==> config.mk <==
export PLATFORM = sky130hd
export DESIGN_NAME = ltf_power_calc
export DESIGN_NICKNAME = d
export VERILOG_FILES = /design/src/source/ltf_xcorr_pkg.sv /design/src/source/ltf_power_calc.sv
export SDC_FILE = /design/constraint.sdc
export NUM_CORES = 1
export LEC_CHECK = 0
export BUFFER_PORTS_ARGS = -buffer_cell sky130_fd_sc_hd__clkbuf_2
export CORE_ASPECT_RATIO = 1.5
export CORE_MARGIN = 5
export CORE_UTILIZATION = 48
export DETAILED_ROUTE_END_ITERATION = 6
export PLACE_DENSITY = 0.76
export SLEW_MARGIN = 20
export SYNTH_ARGS = -nofsm -noshare
export SYNTH_HDL_FRONTEND = slang
export SYNTH_SLANG_ARGS = --single-unit
==> constraint.sdc <==
create_clock -name clk_i -period 5.1 [get_ports clk_i]
set_clock_uncertainty 0.2 [all_clocks]
set_input_delay 0.51 -clock clk_i [delete_from_list [all_inputs] [get_ports clk_i]]
set_output_delay 0.51 -clock clk_i [all_outputs]
set_load 0.1 [all_outputs]
==> src/source/ltf_xcorr_pkg.sv <==
package ltf_xcorr_pkg;

    ////////////////////////////////////////////////////////////////////////////
    // Sample and lane formats
    ////////////////////////////////////////////////////////////////////////////

    parameter int SAMPLE_W = 16;                    // Real or imaginary part in Q0.15
    parameter int LTF_LEN  = 64;                    // Samples per window
    parameter int TREE_W   = 8;                     // Lane width inside the trees
    parameter int TREE_DEPTH = $clog2(LTF_LEN);     // Adder layers
    parameter int LANE_PAD = SAMPLE_W - TREE_W;     // Zeros below a tree root

    ////////////////////////////////////////////////////////////////////////////
    // Power stage formats
    ////////////////////////////////////////////////////////////////////////////

    // AC - BD and AD + BC need one growth bit
    parameter int COMB_W = SAMPLE_W + 1;

    // Square of a combined term plus one spare bit
    parameter int SQ_W = 2 * COMB_W + 1;

    parameter int ACC_W       = SQ_W + 1;           // Sum of squares after scaling
    parameter int POWER_SHIFT = 5;                  // Q16.18 -> Q11.23
    parameter int OUT_LSB     = 4;                  // Dropped fraction bits
    parameter int POWER_W     = 32;                 // Output Q11.19 (wraps)

    ////////////////////////////////////////////////////////////////////////////
    // LTF reference signs
    ////////////////////////////////////////////////////////////////////////////

    // Bit i set -> reference part i is -1
    // Real and imaginary parts used for the conjugate product
    parameter logic [LTF_LEN-1:0] LTF_SIGN_RE = 64'h4312_33EC_9BE6_2461;
    parameter logic [LTF_LEN-1:0] LTF_SIGN_IM = 64'h1842_7E0F_07C0_DEF3;

    // Common data types
    typedef logic signed [SAMPLE_W-1:0] sample_t;
    typedef logic signed [TREE_W-1:0]   lane_t;
    typedef logic        [POWER_W-1:0]  power_t;

endpackage

==> src/source/ltf_power_calc.sv <==
`timescale 1ns/10ps

module ltf_power_calc (
    input  logic                  clk_i,
    input  logic                  rst_i,
    input  ltf_xcorr_pkg::lane_t  ac_i,       // Tree roots
    input  ltf_xcorr_pkg::lane_t  bd_i,
    input  ltf_xcorr_pkg::lane_t  ad_i,
    input  ltf_xcorr_pkg::lane_t  bc_i,
    output ltf_xcorr_pkg::power_t power_o    // |corr|^2, Q11.19
);

    localparam int COMB_W = ltf_xcorr_pkg::COMB_W;
    localparam int SQ_W   = ltf_xcorr_pkg::SQ_W;
    localparam int ACC_W  = ltf_xcorr_pkg::ACC_W;

    // Roots back to 16 bits, low byte zero
    ltf_xcorr_pkg::sample_t ac_pad;
    ltf_xcorr_pkg::sample_t bd_pad;
    ltf_xcorr_pkg::sample_t ad_pad;
    ltf_xcorr_pkg::sample_t bc_pad;

    logic signed [COMB_W-1:0] re_q;           // Q7.9
    logic signed [COMB_W-1:0] im_q;
    logic signed [SQ_W-1:0]   re_sq_q;        // Q15.18
    logic signed [SQ_W-1:0]   im_sq_q;
    logic        [ACC_W-1:0]  acc_q;          // Q11.23 after the shift, wraps

    assign ac_pad = {ac_i, {ltf_xcorr_pkg::LANE_PAD{1'b0}}};
    assign bd_pad = {bd_i, {ltf_xcorr_pkg::LANE_PAD{1'b0}}};
    assign ad_pad = {ad_i, {ltf_xcorr_pkg::LANE_PAD{1'b0}}};
    assign bc_pad = {bc_i, {ltf_xcorr_pkg::LANE_PAD{1'b0}}};

    ////////////////////////////////////////////////////////////////////////////
    // Three registered steps: combine, square, sum and scale
    ////////////////////////////////////////////////////////////////////////////

    always_ff @(posedge clk_i) begin
        if (rst_i) begin
            re_q    <= '0;
            im_q    <= '0;
            re_sq_q <= '0;
            im_sq_q <= '0;
            acc_q   <= '0;
        end else begin
            re_q    <= ac_pad - bd_pad;                 // Real part of x * conj(ref)
            im_q    <= ad_pad + bc_pad;                 // Imaginary part
            re_sq_q <= re_q * re_q;
            im_sq_q <= im_q * im_q;
            // Overflow above bit 35 is discarded
            acc_q   <= (re_sq_q + im_sq_q) <<< ltf_xcorr_pkg::POWER_SHIFT;
        end
    end

    // Output slice
    assign power_o = acc_q[ltf_xcorr_pkg::OUT_LSB +: ltf_xcorr_pkg::POWER_W];

endmodule

# --- After elaboration in Yosys (flattened, before gate mapping) ---
# Cells that the tools add are included.
op_classes:
  n_addsub: 3
  n_mul: 2
  div: 0
  order_cmp: 0
  eq_ne: 0
  shift: 0
  mux: 0
  bitwise: 0
  n_reduce_logical: 0
ops:
  columns: ["cell", "n"]
  rows:
  - ["17-bit by 17-bit multiplier with 31-bit output", 2]
  - ["31-bit adder", 1]
  - ["16-bit by 16-bit adder with 17-bit output", 1]
  - ["16-bit by 16-bit subtractor with 17-bit output", 1]
word_totals:
  reg_bits: 132
  latchBits: 0
  mem_bits_rw: 0
  romBits: 0
  inputBits: 34
  output_inout_bits: 32
  n_memories: 0

# --- Logic depth before layout (Yosys ltp) ---
logic_depth:
  word_depth: 1
  ltp_mapped: 20
  mapped_depth_nobuf: 19

# --- Worst setup path after synthesis ---
# Ideal clock, no wire load.
synth_timing:
  path_type: "flip-flop to flip-flop"
  start: "reg re_q[16]"
  end: "reg re_sq_q[30]"
  setup_ns: 0.128
  arrival_time_ns: 4.906
  t_required_ns: 4.772
  path_slack_ns: -0.134
  stages_incl_launch_ff: 18
  period_less_slack_ns: 5.234
  cell_sequence: "dfxtp_1 > clkbuf_1 > and2_1 > fa_1 > fa_1 > fa_1 > inv_1 > fa_1 > inv_1 > ha_1 > ha_1 > ha_1 > o21a_1 > o22a_1 > o21a_1 > a31oi_1 > xnor2_1 > nor2_1"
synth_via:
  elab_chain_cells: 1
synth_lines:
  columns: ["item", "line_no", "source"]
  rows:
  - ["start, declared", "ltf_power_calc.sv:23", "logic signed [COMB_W-1:0] re_q;"]
  - ["start signal, assigned", "ltf_power_calc.sv:46", "re_q <= ac_pad - bd_pad;"]
  - ["17-bit by 17-bit multiplier with 31-bit output", "ltf_power_calc.sv:48", "re_sq_q <= re_q * re_q;"]
  - ["end signal, assigned", "ltf_power_calc.sv:48", null]
  - ["end, declared", "ltf_power_calc.sv:25", "logic signed [SQ_W-1:0] re_sq_q;"]
# Every way passes these cells.
# A chain may end at the register's enable or synchronous reset.

# --- Final worst setup path ---
layout_timing:
  start: "reg re_q[16]"
  end: "reg re_sq_q[28]"
# Same word-level chain as after synthesis.

==> flow_summary.yaml <==
global_routing:
  gr-total-overflow: 0
  largest_net_degree_at_the_start_of_global_routing: 57
  grt.total_usage_pct: 18.0
  grt_pass1_wl_mm: 28.2
  initial_antenna_violation_count: 0
  via_count_of_the_first_global_routing_pass: 6473
timing:
  finalSetupViolations: 0
  fin_hold_viols: 0
  max_slew_violation_count: 0
  max_clock_freq_mhz: 198
  setup_repair_after_global_routing_missed_its_margin: "yes"
  final_period_minus_worst_setup_slack_ns: 5.04
  worst_pin_slew_ns: 0.597
  min_period_over_period_pct: 98.8
  max_slew_headroom_pct: 60.2
  setup_ws_ns: 0.0608
cells_and_area:
  final_layout_size_suffix_gt1_share_pct: 21.5
  antennaDiodeCount: 0
  layout-area-overhead-vs-synth_pct: 19.7
  finalInstanceArea_sq_mm: 0.00967
  num-nets-final: 1251
logic_synthesis:
  synth.top_cell.area_share_pct: 27.2
  synth_top_cells_by_count: "inv_1 (199), ha_1 (123), fa_1 (110)"
  netlist_top_cells_area: "fa_1 (27%), ha_1 (19%), dfxtp_1 (15%)"
  synth_area_sq_mm: 0.00809
  cell_with_the_most_instances_after_synthesis: "inv_1"
  yosysWarnings: 0
  post_synth_edffs: 0
  synth_area_per_cell_sq_um: 9.20
  ys_seq_area_share_pct: 15.1
  yosys.cell_types.count: 48
  post_synth_inst_count: 879
  ys_async_sr_fraction_pct: 0
  synth_area_leader_cell: "fa_1"
  synth_flop_cell: "dfxtp_1"
  postSynthRegisterBits: 61
placed_design:
  gp_congestion: 0.856
  placedInstanceArea_sq_mm: 0.00889
  io_buffers: 48
  hpwl_mm: 13.8
  placement.setup.worst_slack_ns: -0.103
power:
  pwr_density_cell_mw_per_mm2: 432
  power.net_switching_mw: 1.97
  leakage_nw: 5.02
  post-layout-total-power_mw: 4.18
  clockPowerShare_pct: 15.1
  p_comb_share_pct: 68.4
  ir_worst_vdd_uv: 339
  netSwitchingFraction_pct: 47.2
  cellInternalPower_mw: 2.21
  power.sequential.fraction_pct: 16.4
drt:
  num_vias: 6061
  average_detailed_routed_wire_length_per_instance_um: 15.0
  vias_per_cell: 5.06
  remaining_drc_errors: 0
  detail-route-antenna-nets: 0
  number_of_violations_reported_at_the_end_of_detailed_routing_iteration_0: 192
  dr.pass1.iters: 4
  postRouteWirelength_mm: 17.9
clock_tree:
  cts.hold.buffers_added: 0
  cts_inserted_buffers: 9
  cts_buffer_depth: 2
  cts_root_buf: "clkbuf_16"
  worst_setup_hold_path_clk_slew_ns: 0.06
  clkSinkCount: 61
  insertion_delay_ns: 0.34
  htree_num_levels: 3
  cts_tree: "done"
setup_path:
  critical-path-slowest-cell: "fa_2"
  crit_path_start_kind: "flop"
  crit_path_cell_trace: "ha_2 > buf_6 > fa_2 > fa_1 > fa_1 > inv_1 > fa_1 > inv_1 > ha_1 > ha_4 > ha_2 > and2_1 > o21a_1 > a311oi_2 > xor2_1 > nor2_1"
  worstPathArrival_ns: 5.04
  critical_path_required_ns: 5.10
  critical_path.max_stage_delay_ns: 0.65
  critical_path.most_common_cell: "fa_1"
  critical_path.max_fanout: 5
  worst-setup-path-type: "flop to flop"
  worstReg2RegStart: "re_q[16]$_SDFF_PP0_"
  setup.worst_path.start: "re_q[16]$_SDFF_PP0_"
  worst_setup_path_end_kind: "flop"
status:
  outcome: "finished clean"
die:
  fp.dieH_um: 169
  fp.dieW_um: 116
  fp.dieArea_sq_mm: 0.0196
  row_count: 58
  boundary_pin_count: 66
  floorplan.initialDensity_pct: 48.4
  floorplan.core_area_sq_mm: 0.0167
job:
  timing.max_cap.violations: 0
hold_path:
  hold_path.startpoint: "bd_i[0]"
  hold_path_class: "primary input to flop"
==> cell families after synthesis <==
| logic type | synth area share, % |
|---|---|
| buffers and inverters | 11.5 |
| flip-flops | 15.1 |
| adder cells (fa/ha/maj) | 46.3 |
| AO/OA/AOI/OAI | 6.93 |
| multiplexers | 0.851 |
| XOR/XNOR | 6.93 |
| AND/OR/NAND/NOR | 12.3 |
| other | 0.0464 |
==> timing repair <==
item / in CTS / in global routing
pin swaps: 9 / 42
gates resized for setup: 17 / 75
setup buffers: 1 / 6
setup endpoints to repair: 6 / 12
==> power by group through the flow <==
stage | sequential, mW | combinational [mW] | clock [mW]
after floorplan | 0.974 | 1.56 | 0
after global placement | 0.690 | 2.40 | 0
after detailed placement | 0.692 | 2.45 | 0
after CTS | 0.684 | 2.51 | 0.644
after global routing | 0.699 | 3.18 | 0.666
final | 0.686 | 2.86 | 0.632
==> sequential cells by signal, indices dropped and copies added (netlist names) <==
name,cells
im_sq_q,14
acc_q,15
re_sq_q,14
im_q,9
re_q,9
==> placed cells by master (no fill, tap or decap), drive strengths merged, types with 2 or more instances in the layout <==
cell    count
nor2b      28
nor3b       3
or2         3
xnor2      44
o21a       10
ha        123
nor2       64
o41ai       2
nor3       14
and3        2
buf        62
a21oi      23
nand2      37
a211oi      3
a21o        4
a31oi       6
o21ba       2
mux2        4
nand2b     12
a311oi      4
inv       201
mux2i       2
fa        110
and2       32
o21bai      3
dfxtp      61
or3         2
o21ai      15
xor2       20
nand3       2
clkbuf     57
conb       17
clkinv      3
==> through the flow <==
stage / setup TNS (ns) / hold slack (ns) / utilization (%) / std cells
final: 0 / 0.254 / 58.0 / 1199
after global routing: -0.327 / 0.264 / 58.0 / 1199
after CTS: 0 / 0.252 / 55.4 / 1193
after detailed placement: -0.261 / 0.358 / 53.3 / 1176
after global placement: -0.0398 / 0.354 / 53.3 / 1176
after floorplan: 0 / 0.324 / - / 895
==> layer usage <==
| metal | routed length, um | track usage, % | up-vias |
|---|---|---|---|
| li1 | - | - | 2890 |
| met1 | 6030 | 17.7 | 2987 |
| met2 | 10600 | 36.4 | 115 |
| met3 | 436 | 1.61 | 69 |
| met4 | 876 | 8.13 | 0 |
| met5 | 0 | 0 | - |
==> worst max-delay path, delay by kind of cell, from the launching register on <==
kind | cells | cell delay [ns]
flip-flops | 1 | 0.36
AND/OR/NAND/NOR | 2 | 0.21
buffers and inverters | 3 | 0.25
AO/OA/AOI/OAI | 2 | 0.49
XOR/XNOR | 1 | 0.17
adder cells (fa/ha/maj) | 8 | 3.22
==> area by class of cell <==
type                            instances  area, sq um
Timing Repair Buffer                  110          733
Clock inverter                          7         73.8
Inverter                              199          747
Clock buffer                            9          225
Sequential cell                        61         1250
Fill cell                            1357         7020
Multi-Input combinational cell        603         6380
Tap cell                              210          263
==> path summary, 6_finish.rpt <==
kind / to / cells after the start / slack (ns)
setup reg to reg: re_sq_q[28]$_SDFF_PP0_ / 16 / 0.06
hold reg to reg: acc_q[23]$_SDFF_PP0_ / 2 / 0.37
setup / recovery: re_sq_q[28]$_SDFF_PP0_ / 16 / 0.06
hold / removal: re_q[8]$_SDFF_PP0_ / 3 / 0.25
Power figures use the tool's default switching activity.
