--- config.mk ---
export PLATFORM = sky130hd
export DESIGN_NAME = ltf_adder_tree
export DESIGN_NICKNAME = d
export VERILOG_FILES = /design/src/source/ltf_xcorr_pkg.sv /design/src/source/ltf_adder_tree.sv
export SDC_FILE = /design/constraint.sdc
export NUM_CORES = 1
export LEC_CHECK = 0
export ABC_AREA = 0
export BUFFER_PORTS_ARGS = -buffer_cell sky130_fd_sc_hd__buf_2
export CORE_MARGIN = 2
export CORE_UTILIZATION = 35
export DETAILED_ROUTE_END_ITERATION = 10
export PLACE_DENSITY_LB_ADDON = 0.05
export SLEW_MARGIN = 20
export SYNTH_ARGS = -nofsm -noshare
export SYNTH_HDL_FRONTEND = slang
export SYNTH_SLANG_ARGS = --single-unit
--- constraint.sdc ---
create_clock -name clk_i -period 3.4 [get_ports clk_i]
set_input_delay 0.68 -clock clk_i [delete_from_list [all_inputs] [get_ports clk_i]]
set_output_delay 0.68 -clock clk_i [all_outputs]
set_load 0.01 [all_outputs]
--- src/source/ltf_xcorr_pkg.sv ---
package ltf_xcorr_pkg;

    ////////////////////////////////////////////////////////////////////////////
    // Sample and lane formats
    ////////////////////////////////////////////////////////////////////////////

    parameter int SAMPLE_W = 16;                    // Real or imaginary part in Q0.15
    parameter int LTF_LEN  = 64;                    // Samples per window
    parameter int TREE_W   = 8;                     // Lane width inside the trees
    parameter int TREE_DEPTH = $clog2(LTF_LEN);     // Adder layers
    parameter int LANE_PAD = SAMPLE_W - TREE_W;     // Zeros below a tree root

    ////////////////////////////////////////////////////////////////////////////
    // Power stage formats
    ////////////////////////////////////////////////////////////////////////////

    // AC - BD and AD + BC need one growth bit
    parameter int COMB_W = SAMPLE_W + 1;

    // Square of a combined term plus one spare bit
    parameter int SQ_W = 2 * COMB_W + 1;

    parameter int ACC_W       = SQ_W + 1;           // Sum of squares after scaling
    parameter int POWER_SHIFT = 5;                  // Q16.18 -> Q11.23
    parameter int OUT_LSB     = 4;                  // Dropped fraction bits
    parameter int POWER_W     = 32;                 // Output Q11.19 (wraps)

    ////////////////////////////////////////////////////////////////////////////
    // LTF reference signs
    ////////////////////////////////////////////////////////////////////////////

    // Bit i set -> reference part i is -1
    // Real and imaginary parts used for the conjugate product
    parameter logic [LTF_LEN-1:0] LTF_SIGN_RE = 64'h4312_33EC_9BE6_2461;
    parameter logic [LTF_LEN-1:0] LTF_SIGN_IM = 64'h1842_7E0F_07C0_DEF3;

    // Common data types
    typedef logic signed [SAMPLE_W-1:0] sample_t;
    typedef logic signed [TREE_W-1:0]   lane_t;
    typedef logic        [POWER_W-1:0]  power_t;

endpackage

--- src/source/ltf_adder_tree.sv ---
`timescale 1ns/10ps

module ltf_adder_tree #(
    parameter int N_LEAVES = 64                 // Power of two
) (
    input  logic                                       clk_i,
    input  logic                                       rst_i,
    input  logic [N_LEAVES*ltf_xcorr_pkg::TREE_W-1:0]  leaves_i,  // Flat, leaf 0 low
    output ltf_xcorr_pkg::lane_t                       root_o
);

    localparam int TW      = ltf_xcorr_pkg::TREE_W;
    localparam int DEPTH   = $clog2(N_LEAVES);  // One register per layer
    localparam int N_NODES = 2 * N_LEAVES - 1;  // Leaves plus all sums

    ////////////////////////////////////////////////////////////////////////////
    // Node storage
    ////////////////////////////////////////////////////////////////////////////

    // Layer l starts at 2N - 2N/2^l, the root is the last node
    ltf_xcorr_pkg::lane_t node [N_NODES];

    for (genvar i = 0; i < N_LEAVES; i++) begin : g_leaf
        assign node[i] = leaves_i[i*TW +: TW];
    end

    ////////////////////////////////////////////////////////////////////////////
    // Summation layers
    ////////////////////////////////////////////////////////////////////////////

    for (genvar l = 1; l <= DEPTH; l++) begin : g_layer
        localparam int IN_OFS  = 2 * N_LEAVES - ((2 * N_LEAVES) >> (l - 1));
        localparam int OUT_OFS = 2 * N_LEAVES - ((2 * N_LEAVES) >> l);
        localparam int N_SUMS  = N_LEAVES >> l;

        for (genvar j = 0; j < N_SUMS; j++) begin : g_node
            logic signed [TW:0] sum_q;        // Pair sum, one growth bit

            always_ff @(posedge clk_i) begin
                if (rst_i) begin
                    sum_q <= '0;
                end else begin
                    // Both operands sign extended to 9 bits
                    sum_q <= node[IN_OFS + 2*j] + node[IN_OFS + 2*j + 1];
                end
            end

            // Drop the LSB, i.e. halve so the lane stays 8 bits
            assign node[OUT_OFS + j] = sum_q[TW:1];
        end
    end

    assign root_o = node[N_NODES-1];   // Mean of the leaves, Q6.9 scale at the top

endmodule

* Word-level counts from Yosys, hierarchy flattened
Cells that the tools add are included.
** Word-level totals
- Bits in registers :: 567
- Latch bits :: 0
- Bits in writable memories :: 0
- ROM bits :: 0
- Bits of input ports :: 514
- Output and inout bits :: 8
- Word-level logic and storage cells :: 126
- Memories kept :: 0
** Cells by class
- $add $sub $neg :: 63
- $mul :: 0
- Divide/modulo/power cells :: 0
- Order comparisons :: 0
- Equal/unequal tests :: 0
- Shifts and indexed selects :: 0
- Multiplexer cells :: 0
- Bitwise logic cells :: 0
- Reduce and logical (&&, ||, !) cells :: 0
** Operator list (number)
- adder 8 x 8 -> 9 bit :: 63

* Logic depth before layout (Yosys ltp)
Gate-level depths: netlist of run 1.
- Depth after elaboration :: 1
- Gate-level depth with buffers :: 7
- Mapped depth without buffers :: 6

* Worst setup path before layout of run 1
Ideal clock, no wire load.
- Path type :: input -> register
- Start point :: input port leaves_i[0] (netlist name)
- End point :: register g_layer[1].g_node[0].sum_q[8]
- Setup time :: 0.070 ns
- Arrival time :: 2.045 ns
- Required time :: 3.330 ns
- Path slack :: 1.285 ns
- Stages :: 6
- Buffers on the path :: 0
- Cell sequence :: and2_1 > fa_1 > a211oi_1 > o21bai_1 > a211o_1 > a21oi_1
** On the way
- Cells in the longest elaborated chain, start to end :: 1
** RTL lines
- start: declaration :: RTL line ltf_adder_tree.sv:8 : input logic [N_LEAVES*ltf_xcorr_pkg::TREE_W-1:0] leaves_i,
- adder 8 x 8 -> 9 bit :: RTL line ltf_adder_tree.sv:44 : sum_q <= node[IN_OFS + 2*j] + node[IN_OFS + 2*j + 1];
- end signal: assignment :: RTL line ltf_adder_tree.sv:44
- end: declaration :: RTL line ltf_adder_tree.sv:37 : logic signed [TW:0] sum_q;
Every way passes these cells.
A chain may end at the register's enable or synchronous reset.

* Final worst setup path of run 1
- Start point :: register g_layer[2].g_node[0].sum_q[1]
- End point :: register g_layer[3].g_node[0].sum_q[6]
** On the way
- Cells in the longest elaborated chain, start to end :: 1
** RTL lines (RTL line)
- start: declaration :: ltf_adder_tree.sv:37
- start signal: assignment :: ltf_adder_tree.sv:44
- adder 8 x 8 -> 9 bit :: ltf_adder_tree.sv:44
- end signal: assignment :: ltf_adder_tree.sv:44
- end: declaration :: ltf_adder_tree.sv:37
Every way passes these cells.

==> results.md, run 1 <==
* Status: finished, final reports clean
* Worst path arrival time at 2.50 ns
* Clock root cell: sky130_fd_sc_hd__clkbuf_16
* Standard cell area after detailed placement at 38400 um^2
* Gr usage total at 18.5%
* Vertical extent of the die at 318 um
* Number of buffers inserted by port buffering at 521
* Antenna violations before repair at 22
* Startpoint class of the critical path: register
* Number of synthesized flops with an enable pin at 0
* Number of hold violations in the final report at 0
* Final slew viol count at 0
* Fin area at 40300 um^2
* Floorplan core area at 98000 um^2
* Area grow syn2layout at 17.1%
* Final critical delay including setup and external delays at 2.00 ns
* Most frequent cells after synthesis: sky130_fd_sc_hd__nor2_1, sky130_fd_sc_hd__dfxtp_1, sky130_fd_sc_hd__o21ai_0, sky130_fd_sc_hd__ha_1, sky130_fd_sc_hd__a211oi_1
* Crit path capture type: register
* TritonCTS clock tree: yes
* Flip-flop count of the largest register, all copies and words added at 504
* Largest net degree at the start of global routing at 109
* Leading area contributor after synthesis: sky130_fd_sc_hd__dfxtp_1
* Number of instances in the synthesized netlist at 3953
* Share of the yosys chip area belonging to registers at 29.3%
* Slowest CP cell: sky130_fd_sc_hd__fa_1
* Vias after detailed routing at 30800
* P_leak at 16.9 nW
* Count of yosys warnings during synthesis at 0
* Final clock period utilization by the worst path at 58.9%
* Row count at 115
* Fin Setup TNS at 0 ns
* Global-route wire length before repair at 154000 um
* Hold_buf cts at 0
* Unique masters post-synth at 61
* Initial standard-cell utilization of the core at 35.1%
* Mean post-synth cell area at 8.71 um^2
* Remaining antenna violation count at 0
* Core utilization of the finished layout at 41.1%
* Routed wire length per instance at 16.6 um
* Remaining max-slew budget at the tightest pin at 51.9%
* Net count after synthesis at 4971
* Overall overflow remaining after global route at 0
* Number of buffers between clock root and the deepest sink at 3
* Drt drc at 0
* RePlAce Congestion at 0.814
* Number of placed I/O pins at 522
* Ordered cell list for the critical path: and2_1 -> fa_1 -> a211oi_1 -> o21ai_0 -> a211oi_1 -> nor2_1
* Crit path top cell by count: sky130_fd_sc_hd__a211oi_1
* Primary FF master, synth: sky130_fd_sc_hd__dfxtp_1
* Die footprint at 101000 um^2
* CTS clock-pin slew for the worst setup and hold paths at 0.06 ns
* Mean number of vias per cell at 5.31
* Required time at the worst-slack endpoint at 3.90 ns
* Number of clock sinks seen by CTS at 504
* Final total power at 21.4 mW
* Unrepaired setup endpoints after global routing: false
* Iteration-0 DRC Markers at 1373
* Post-Route Skew at 0.0215 ns
* Seq cells post-synth at 504
* Vias in the first global route at 29900
* Share of cells above drive strength 1 at 17.4%
* Worst VDD drop at 0.409 mV
* Layout fillers at 9923
* Hold Path Class: input pin to register
* Proportion of netlist area held by the largest area contributor at 29.3%
* Horizontal extent of the die at 318 um
* Final HPWL DP at 77100 um
* Top reg by flops: g_layer.g_node.sum_q
* Dominant cell by count in the synthesized netlist: sky130_fd_sc_hd__nor2_1
* MaxCap Viol Count at 0
* Count of H-tree levels built during CTS at 2
* Layout Nets at 5472
* Total setup buffers inserted after CTS at 0
* Post-synth ARST share at 0%
* Number of search-and-repair iterations in the first detailed-routing pass at 5
* Highest Clock Rate at 0.499 GHz
* Max stage delay on crit path at 0.42 ns
* Syn Std Cell Area at 34400 um^2
* Slew of the pin with the lowest slew margin at 0.717 ns
* Wirelength, routed at 96100 um
* Critical path type: register to register
* Registers with the most flip-flops: g_layer.g_node.sum_q x504
* Number of gates given a new drive strength after cts at 0
* Number of endpoints failing setup at the final stage at 0
* Inserted Clock Buffers at 58
* Maximum fanout along the worst path at 3
* Cell area power density at 530 nW/um^2
* Cells taking the most area after synthesis: sky130_fd_sc_hd__dfxtp_1, sky130_fd_sc_hd__ha_1, sky130_fd_sc_hd__o21ai_0, sky130_fd_sc_hd__nor2_1, sky130_fd_sc_hd__a211oi_1
* Clk Latency, worst-skew pair at 0.62 ns
kinds of logic after synthesis:
kind of cell,after synthesis,share of synthesized area [%]
buf+inv,215,2.74
fa+ha+maj,504,19.7
xor+xnor,122,3.10
simple gates,1290,18.9
mux,63,2.06
flops,504,29.3
compound gates,1255,24.2
worst max-delay path: cells and delay by family (launching register included):
family / cells / cell delay [ns]
compound gates: 3 / 0.82
fa+ha+maj: 1 / 0.42
flops: 1 / 0.34
simple gates: 2 / 0.28
through the flow:
step                setup slack, ns  instances  hold WS [ns]
finish                         1.40       5790         0.435
global route                   1.26       5789         0.429
CTS                            1.43       5789         0.390
detailed placement            0.874       5681         0.609
global placement              0.865       5681         0.617
floorplan                      1.29       3953         0.559
area by class of cell:
class	count	area (um^2)	area share, %
Inverter	120	458	1.14
Sequential cell	504	10100	25.0
Clock inverter	27	263	0.652
Antenna cell	1	2.50	0.00621
Multi-Input combinational cell	3234	23400	58.0
Tap cell	1287	1610	4.00
Timing Repair Buffer	536	2820	6.99
Clock buffer	81	1670	4.14
layout by cell type (no fill, tap or decap), drive strengths merged, types with 62 or more instances in the layout:
cell type	count
a211oi	222
a21oi	149
a31o	62
buf	536
clkbuf	81
dfxtp	504
fa	63
ha	441
inv	122
mux2	63
nand2b	80
nand3	70
nor2	562
nor2b	129
nor3	198
o21a	62
o21ai	444
xor2	62
worst paths after layout:
| path | startpoint | to | slack (ns) | depth (start not counted) |
|---|---|---|---|---|
| max | g_layer[2].g_node[0].sum_q[1] | g_layer[3].g_node[0].sum_q[6] | 1.40 | 6 |
| min | leaves_i[142] | g_layer[1].g_node[8].sum_q[6] | 0.44 | 4 |
| max reg2reg | g_layer[2].g_node[0].sum_q[1] | g_layer[3].g_node[0].sum_q[6] | 1.40 | 6 |
| min reg2reg | g_layer[3].g_node[1].sum_q[1] | g_layer[4].g_node[0].sum_q[1] | 0.62 | 3 |
layer usage:
metal  vias up  GRT usage [%]  part of all wire [%]
met5         -              0                  0.22
met4        34           4.37                   2.0
li1      15900              -                     -
met3       148           3.73                   4.8
met1     14100           24.5                    47
met2       522           31.0                    46
where the power goes:
group	total (mW)	internal (mW)	leakage, nW	switching [mW]
clock	6.27	3.72	0.963	2.56
sequential	7.72	7.07	4.19	0.643
combinational	7.36	3.27	11.7	4.09
Power figures use the tool's default switching activity.
==> run 2, diff against run 1 <==
- clock period: 3.4 -> 1.6 ns (I/O delays scaled with it)
==> run 2 against run 1 <==
- the flow now finishes with violations (negative setup slack)
- sequential power grew 120%
- combinational power grew to 3.3 times the previous value
- sequential share of layout area fell by 5.1 points
- critical path depth unchanged
- flip-flop and latch count is the same
- first-iteration DRC count shrank 8.2%
- wire length grew 11%
- critical endpoint is now g_layer[2].g_node[12].sum_q[8]
- largest cell class unchanged
- largest power group is now combinational cells
==> results.md, run 2 (synthesis results as in run 1) <==
* Part of the power in the clock network at 26.1%
* Startpoint of the worst hold path: leaves_i[446]
* Endpoint with the worst hold slack: g_layer[1].g_node[27].sum_q[6]
* Wirelength, routed at 106000 um
* Largest net degree at the start of global routing at 65
* Layout fillers at 9323
* Number of placed I/O pins at 522
* Routed wire length per instance at 15.8 um
* Max stage delay on crit path at 0.35 ns
* P_leak at 22.0 nW
* Final HPWL DP at 85000 um
* Inserted Clock Buffers at 59
* Area grow syn2layout at 50.3%
* Highest Clock Rate at 0.591 GHz
* Mean number of vias per cell at 5.10
* Horizontal extent of the die at 318 um
* Share of cells above drive strength 1 at 45.0%
* Remaining max-slew budget at the tightest pin at 62.1%
* Gr usage total at 20.0%
* Fin Setup TNS at -0.514 ns
* Slew of the pin with the lowest slew margin at 0.565 ns
* Iteration-0 DRC Markers at 1261
* R2R Path End: g_layer[2].g_node[12].sum_q[8]
* Final clock period utilization by the worst path at 106%
* MaxCap Viol Count at 0
* Slowest CP cell: sky130_fd_sc_hd__fa_2
* Vertical extent of the die at 318 um
* Post-layout worst setup margin at -0.0921 ns
* TritonCTS clock tree: yes
* Floorplan core area at 98000 um^2
* Number of search-and-repair iterations in the first detailed-routing pass at 5
* WHS Path Cells at 4
* R2R cell count at 6
* Launch instance of the worst register-to-register path: g_layer[1].g_node[24].sum_q[1]
* CTS clock-pin slew for the worst setup and hold paths at 0.06 ns
* Part of the total power dissipated in combinational logic at 43.4%
* Clock root cell: sky130_fd_sc_hd__clkbuf_16
* Leading cell types in the layout, fill and taps excluded: sky130_fd_sc_hd__buf_4, sky130_fd_sc_hd__nor2_1, sky130_fd_sc_hd__buf_2
* Registers with the most flip-flops: g_layer.g_node.sum_q x504
* Unrepaired setup endpoints after global routing: true
* Vias in the first global route at 34200
* Net switching power of the design at 18.9 mW
* Status: complete, but fails checks
* Row count at 115
* Final critical delay including setup and external delays at 1.69 ns
* Portion of total power attributed to sequential cells at 30.5%
* Final total power at 55.6 mW
* Critical path type: register to register
* Number of hold violations in the final report at 0
* Drt drc at 0
* Maximum fanout along the worst path at 3
* Number of buffers between clock root and the deepest sink at 3
* Top reg by flops: g_layer.g_node.sum_q
* Die footprint at 101000 um^2
* Global-route wire length before repair at 168000 um
* Layout Nets at 6419
* Crit path capture type: register
* Flip-flop count of the largest register, all copies and words added at 504
* Vias after detailed routing at 34300
* R2R setup slack at -0.09 ns
* Required time at the worst-slack endpoint at 2.16 ns
* Count of H-tree levels built during CTS at 2
* Worst VDD drop at 0.893 mV
* Hold_buf cts at 0
* Hold Path Class: input pin to register
* Initial standard-cell utilization of the core at 35.1%
* Ordered cell list for the critical path: and2_4 -> fa_2 -> a211oi_2 -> o21bai_1 -> a211o_1 -> a21oi_1
* Clk Latency, worst-skew pair at 0.64 ns
* Violations in the final reports: negative setup slack
* Net switching fraction of the power at 33.9%
* Most common cell after layout, fill and taps aside: sky130_fd_sc_hd__buf_4
* RePlAce Congestion at 0.833
* Post-Route Skew at 0.0236 ns
* Worst path arrival time at 2.25 ns
* Final slew viol count at 0
* Number of endpoints failing setup at the final stage at 26
* Remaining antenna violation count at 0
* Startpoint class of the critical path: register
* Number of clock sinks seen by CTS at 504
* Antenna violations before repair at 7
* Number of buffers inserted by port buffering at 521
* Overall overflow remaining after global route at 0
* Internal Pwr Total at 36.8 mW
* Cell area power density at 1080 nW/um^2
==> run 2: changes by cell type in the layout (fill, tap and decap cells not counted), sizes merged <==
cell and change:
inv -1, clkinv -4, clkbuf -10, bufinv +6, buf +946, clkinvlp +12
==> run 2: timing repair <==
item,4_1_cts,5_1_grt
endpoints found under the hold margin,0,0
endpoints found under the setup margin,133,145
buffers inserted,5,22
pin swaps,130,227
resized for setup,292,598
==> run 2: cell type report <==
cell class / instances / area (um^2) / share of cell area (%)
flip-flops and latches: 504 / 10300 / 19.9
repair buffers: 1482 / 10000 / 19.4
clock buffers: 71 / 1610 / 3.12
inverters: 120 / 458 / 0.885
diodes: 1 / 2.50 / 0.00484
multi-input cells: 3234 / 27200 / 52.6
clock inverters: 40 / 523 / 1.01
well taps: 1287 / 1610 / 3.11
==> run 2: layer usage <==
metal	routed length (um)	GRT usage, %	vias up
met5	65	0	-
met4	2260	5.06	10
met3	3840	2.67	134
met2	50200	34.0	563
met1	50100	26.6	15900
li1	-	-	17800
==> run 2: worst max-delay path by stage <==
stage	startpoint	end	slack, ns	depth (start not counted)
6_report	g_layer[1].g_node[24].sum_q[1]	g_layer[2].g_node[12].sum_q[8]	-0.09	6
5_1_grt	g_layer[5].g_node[0].sum_q[1]	g_layer[6].g_node[0].sum_q[8]	-0.15	6
4_1_cts	g_layer[1].g_node[24].sum_q[1]	g_layer[2].g_node[12].sum_q[8]	-0.08	6
3_5_place_dp	leaves_i[0]	g_layer[1].g_node[0].sum_q[6]	-0.36	6
3_3_place_gp	leaves_i[0]	g_layer[1].g_node[0].sum_q[6]	-0.38	6
2_1_floorplan	leaves_i[0]	g_layer[1].g_node[0].sum_q[8]	-0.005	6
==> run 2: per-stage QoR <==
step | util (%) | hold WS [ns] | instance area (um^2) | cells | setup slack, ns
2_1_floorplan | - | 0.559 | 34800 | 3953 | -0.00503
3_3_place_gp | 46.7 | 0.606 | 45800 | 6604 | -0.384
3_5_place_dp | 46.7 | 0.593 | 45800 | 6604 | -0.361
4_1_cts | 50.0 | 0.0416 | 49000 | 6719 | -0.0765
5_1_grt | 52.8 | 0.0695 | 51700 | 6739 | -0.148
6_report | 52.8 | 0.0732 | 51700 | 6739 | -0.0921
==> run 2: power groups by stage <==
stage / combinational [mW] / sequential (mW) / clock (mW)
3_3_place_gp: 20.4 / 16.6 / 0
4_1_cts: 21.5 / 16.5 / 15.0
2_1_floorplan: 11.9 / 16.1 / 0
6_report: 24.2 / 17.0 / 14.5
5_1_grt: 26.8 / 17.2 / 15.4
3_5_place_dp: 20.4 / 16.6 / 0
==> run 2: worst max-delay path: cells and delay by family (launching register included) <==
kind | cells | cell delay (ns)
flip-flops | 1 | 0.31
AO/OA/AOI/OAI | 4 | 0.81
adder cells (fa/ha/maj) | 1 | 0.35
AND/OR/NAND/NOR | 1 | 0.15
==> run 3, diff against run 2 <==
- PLACE_DENSITY: default -> 0.65
- PLACE_DENSITY_LB_ADDON: 0.05 -> default
==> run 3 against run 2 <==
- critical path depth unchanged
- via count rose by 1.9%
- non-clock buffer count decreased by 76
- highest routed layer unchanged
- wire length down 0.41%
- clock-buffer cell count is the same
- register-to-register slack about the same
- the flow still finishes with violations (negative setup slack)
==> results.md, run 3 (synthesis results as in run 1) <==
* Status: complete, but fails checks
* Violations in the final reports: negative setup slack
* Unrepaired setup endpoints after global routing: true
* Overall overflow remaining after global route at 0
* Initial standard-cell utilization of the core at 35.1%
* Post-layout worst setup margin at -0.0993 ns
* Final HPWL DP at 83400 um
* Number of endpoints failing setup at the final stage at 18
* Number of search-and-repair iterations in the first detailed-routing pass at 6
* Part of the total power dissipated in combinational logic at 42.4%
* Maximum fanout along the worst path at 3
* Worst path buffer plus inverter count at 0
* Hold Path Class: input pin to register
* Share of cells above drive strength 1 at 42.5%
* Row count at 115
* Internal Pwr Total at 36.4 mW
* Iteration-0 DRC Markers at 1546
* Required time at the worst-slack endpoint at 2.14 ns
* Post-Route Skew at 0.0219 ns
* Portion of total power attributed to sequential cells at 30.7%
* Final critical delay including setup and external delays at 1.70 ns
* Vias after detailed routing at 35000
* Crit path capture type: register
* Slowest CP cell: sky130_fd_sc_hd__fa_2
* Registers with the most flip-flops: g_layer.g_node.sum_q x504
* Antenna violations before repair at 8
* Fin area at 50500 um^2
* Ordered cell list for the critical path: and2_4 -> fa_2 -> a211oi_2 -> o21bai_2 -> a211o_1 -> a21oi_2
* Number of buffers between clock root and the deepest sink at 3
* Family with the most delay on the worst path: compound AO/OA/AOI/OAI gates
* Wirelength, routed at 106000 um
* Startpoint class of the critical path: register
* Vertical extent of the die at 318 um
* Drt drc at 0
* RePlAce Congestion at 0.897
* Max stage delay on crit path at 0.34 ns
* Clock root cell: sky130_fd_sc_hd__clkbuf_16
* Number of clock sinks seen by CTS at 504
* Standard cell area after detailed placement at 45300 um^2
* Top reg by flops: g_layer.g_node.sum_q
* TritonCTS clock tree: yes
* Remaining max-slew budget at the tightest pin at 64.1%
* Largest net degree at the start of global routing at 65
* Horizontal extent of the die at 318 um
* Floorplan core area at 98000 um^2
* Die footprint at 101000 um^2
* Net switching fraction of the power at 33.5%
* Layout Nets at 6340
* Number of placed I/O pins at 522
* Mean number of vias per cell at 5.25
* Global-route wire length before repair at 166000 um
* Leading cell types in the layout, fill and taps excluded: sky130_fd_sc_hd__buf_4, sky130_fd_sc_hd__nor2_1, sky130_fd_sc_hd__buf_2
* Worst VDD drop at 0.727 mV
* P_leak at 21.7 nW
* Inserted Clock Buffers at 56
* Final clock period utilization by the worst path at 106%
* Critical path type: register to register
* Gr usage total at 19.6%
* Flip-flop count of the largest register, all copies and words added at 504
* CTS clock-pin slew for the worst setup and hold paths at 0.06 ns
* Slew of the pin with the lowest slew margin at 0.534 ns
* Pre-CTS setup slack at -0.327 ns
* Number of buffers inserted by port buffering at 521
* Part of the power in the clock network at 27.0%
* Clk Latency, worst-skew pair at 0.63 ns
* Number of hold violations in the final report at 0
* Final slew viol count at 0
* Cell area power density at 1080 nW/um^2
* Area grow syn2layout at 46.7%
* Worst path arrival time at 2.24 ns
* Remaining antenna violation count at 0
* Count of H-tree levels built during CTS at 2
* Placed cell count at 6534
* Hold Worst Slack at 0.0308 ns
* Highest Clock Rate at 0.588 GHz
* MaxCap Viol Count at 0
* Number of standard cells in the final layout excluding fillers at 6658
* Vias in the first global route at 34500
* Routed wire length per instance at 15.9 um
* Net switching power of the design at 18.3 mW
* Most common cell after layout, fill and taps aside: sky130_fd_sc_hd__buf_4
==> run 3: cell count changes in the layout (fill, tap and decap cells not counted), moves of 12 or more <==
cell	delta
sky130_fd_sc_hd__dfxtp_1	+24
sky130_fd_sc_hd__ha_4	-29
sky130_fd_sc_hd__a21oi_1	+12
sky130_fd_sc_hd__a21oi_2	-12
sky130_fd_sc_hd__ha_1	+22
sky130_fd_sc_hd__nor3_2	+17
sky130_fd_sc_hd__dfxtp_2	-23
sky130_fd_sc_hd__buf_4	-79
sky130_fd_sc_hd__nor3_4	-15
==> run 3: final cells by class <==
type | instances | area, um^2
clock inverters | 33 | 598
repair buffers | 1406 | 9480
inverters | 120 | 455
multi-input cells | 3234 | 26500
clock buffers | 71 | 1550
well taps | 1287 | 1610
flip-flops and latches | 504 | 10300
fillers | 8839 | 47500
diodes | 3 | 7.51
==> run 3: stage by stage <==
step	util, %	TNS, ns	power (mW)
6_report	51.5	-0.567	54.8
5_1_grt	51.5	-4.56	58.3
4_1_cts	49.3	-0.431	52.3
3_5_place_dp	46.2	-28.82	36.5
3_3_place_gp	46.2	-26.28	36.1
2_1_floorplan	-	-0.00503	27.9
==> run 3: per-layer routing <==
metal / vias up / track usage [%] / share of wire (%)
li1: 17600 / - / -
met1: 16500 / 24.6 / 45
met2: 656 / 35.2 / 50
met3: 187 / 2.22 / 3.4
met4: 8 / 5.39 / 2.4
met5: - / 0 / 0.048
==> run 3: path summary, 6_finish.rpt <==
| check | startpoint | to | slack [ns] | depth (start not counted) |
|---|---|---|---|---|
| hold reg to reg | g_layer[2].g_node[13].sum_q[7] | g_layer[3].g_node[6].sum_q[6] | 0.62 | 3 |
| setup reg to reg | g_layer[1].g_node[24].sum_q[1] | g_layer[2].g_node[12].sum_q[8] | -0.1 | 6 |
| hold / removal | rst_i | g_layer[1].g_node[4].sum_q[8] | 0.03 | 2 |
| setup / recovery | g_layer[1].g_node[24].sum_q[1] | g_layer[2].g_node[12].sum_q[8] | -0.1 | 6 |
==> run 3: power by group through the flow <==
stage | combinational (mW) | sequential (mW) | clock, mW
after global placement | 19.5 | 16.6 | 0
after floorplan | 11.9 | 16.1 | 0
after CTS | 20.9 | 16.4 | 15.0
after detailed placement | 19.9 | 16.6 | 0
final | 23.2 | 16.8 | 14.8
after global routing | 25.6 | 17.0 | 15.6
==> run 3: timing repair <==
| action | CTS | global route |
|---|---|---|
| pin swaps | 103 | 203 |
| setup buffers | 7 | 12 |
| hold buffers | 0 | 0 |
| resized for setup | 228 | 530 |
| setup endpoints to repair | 119 | 142 |
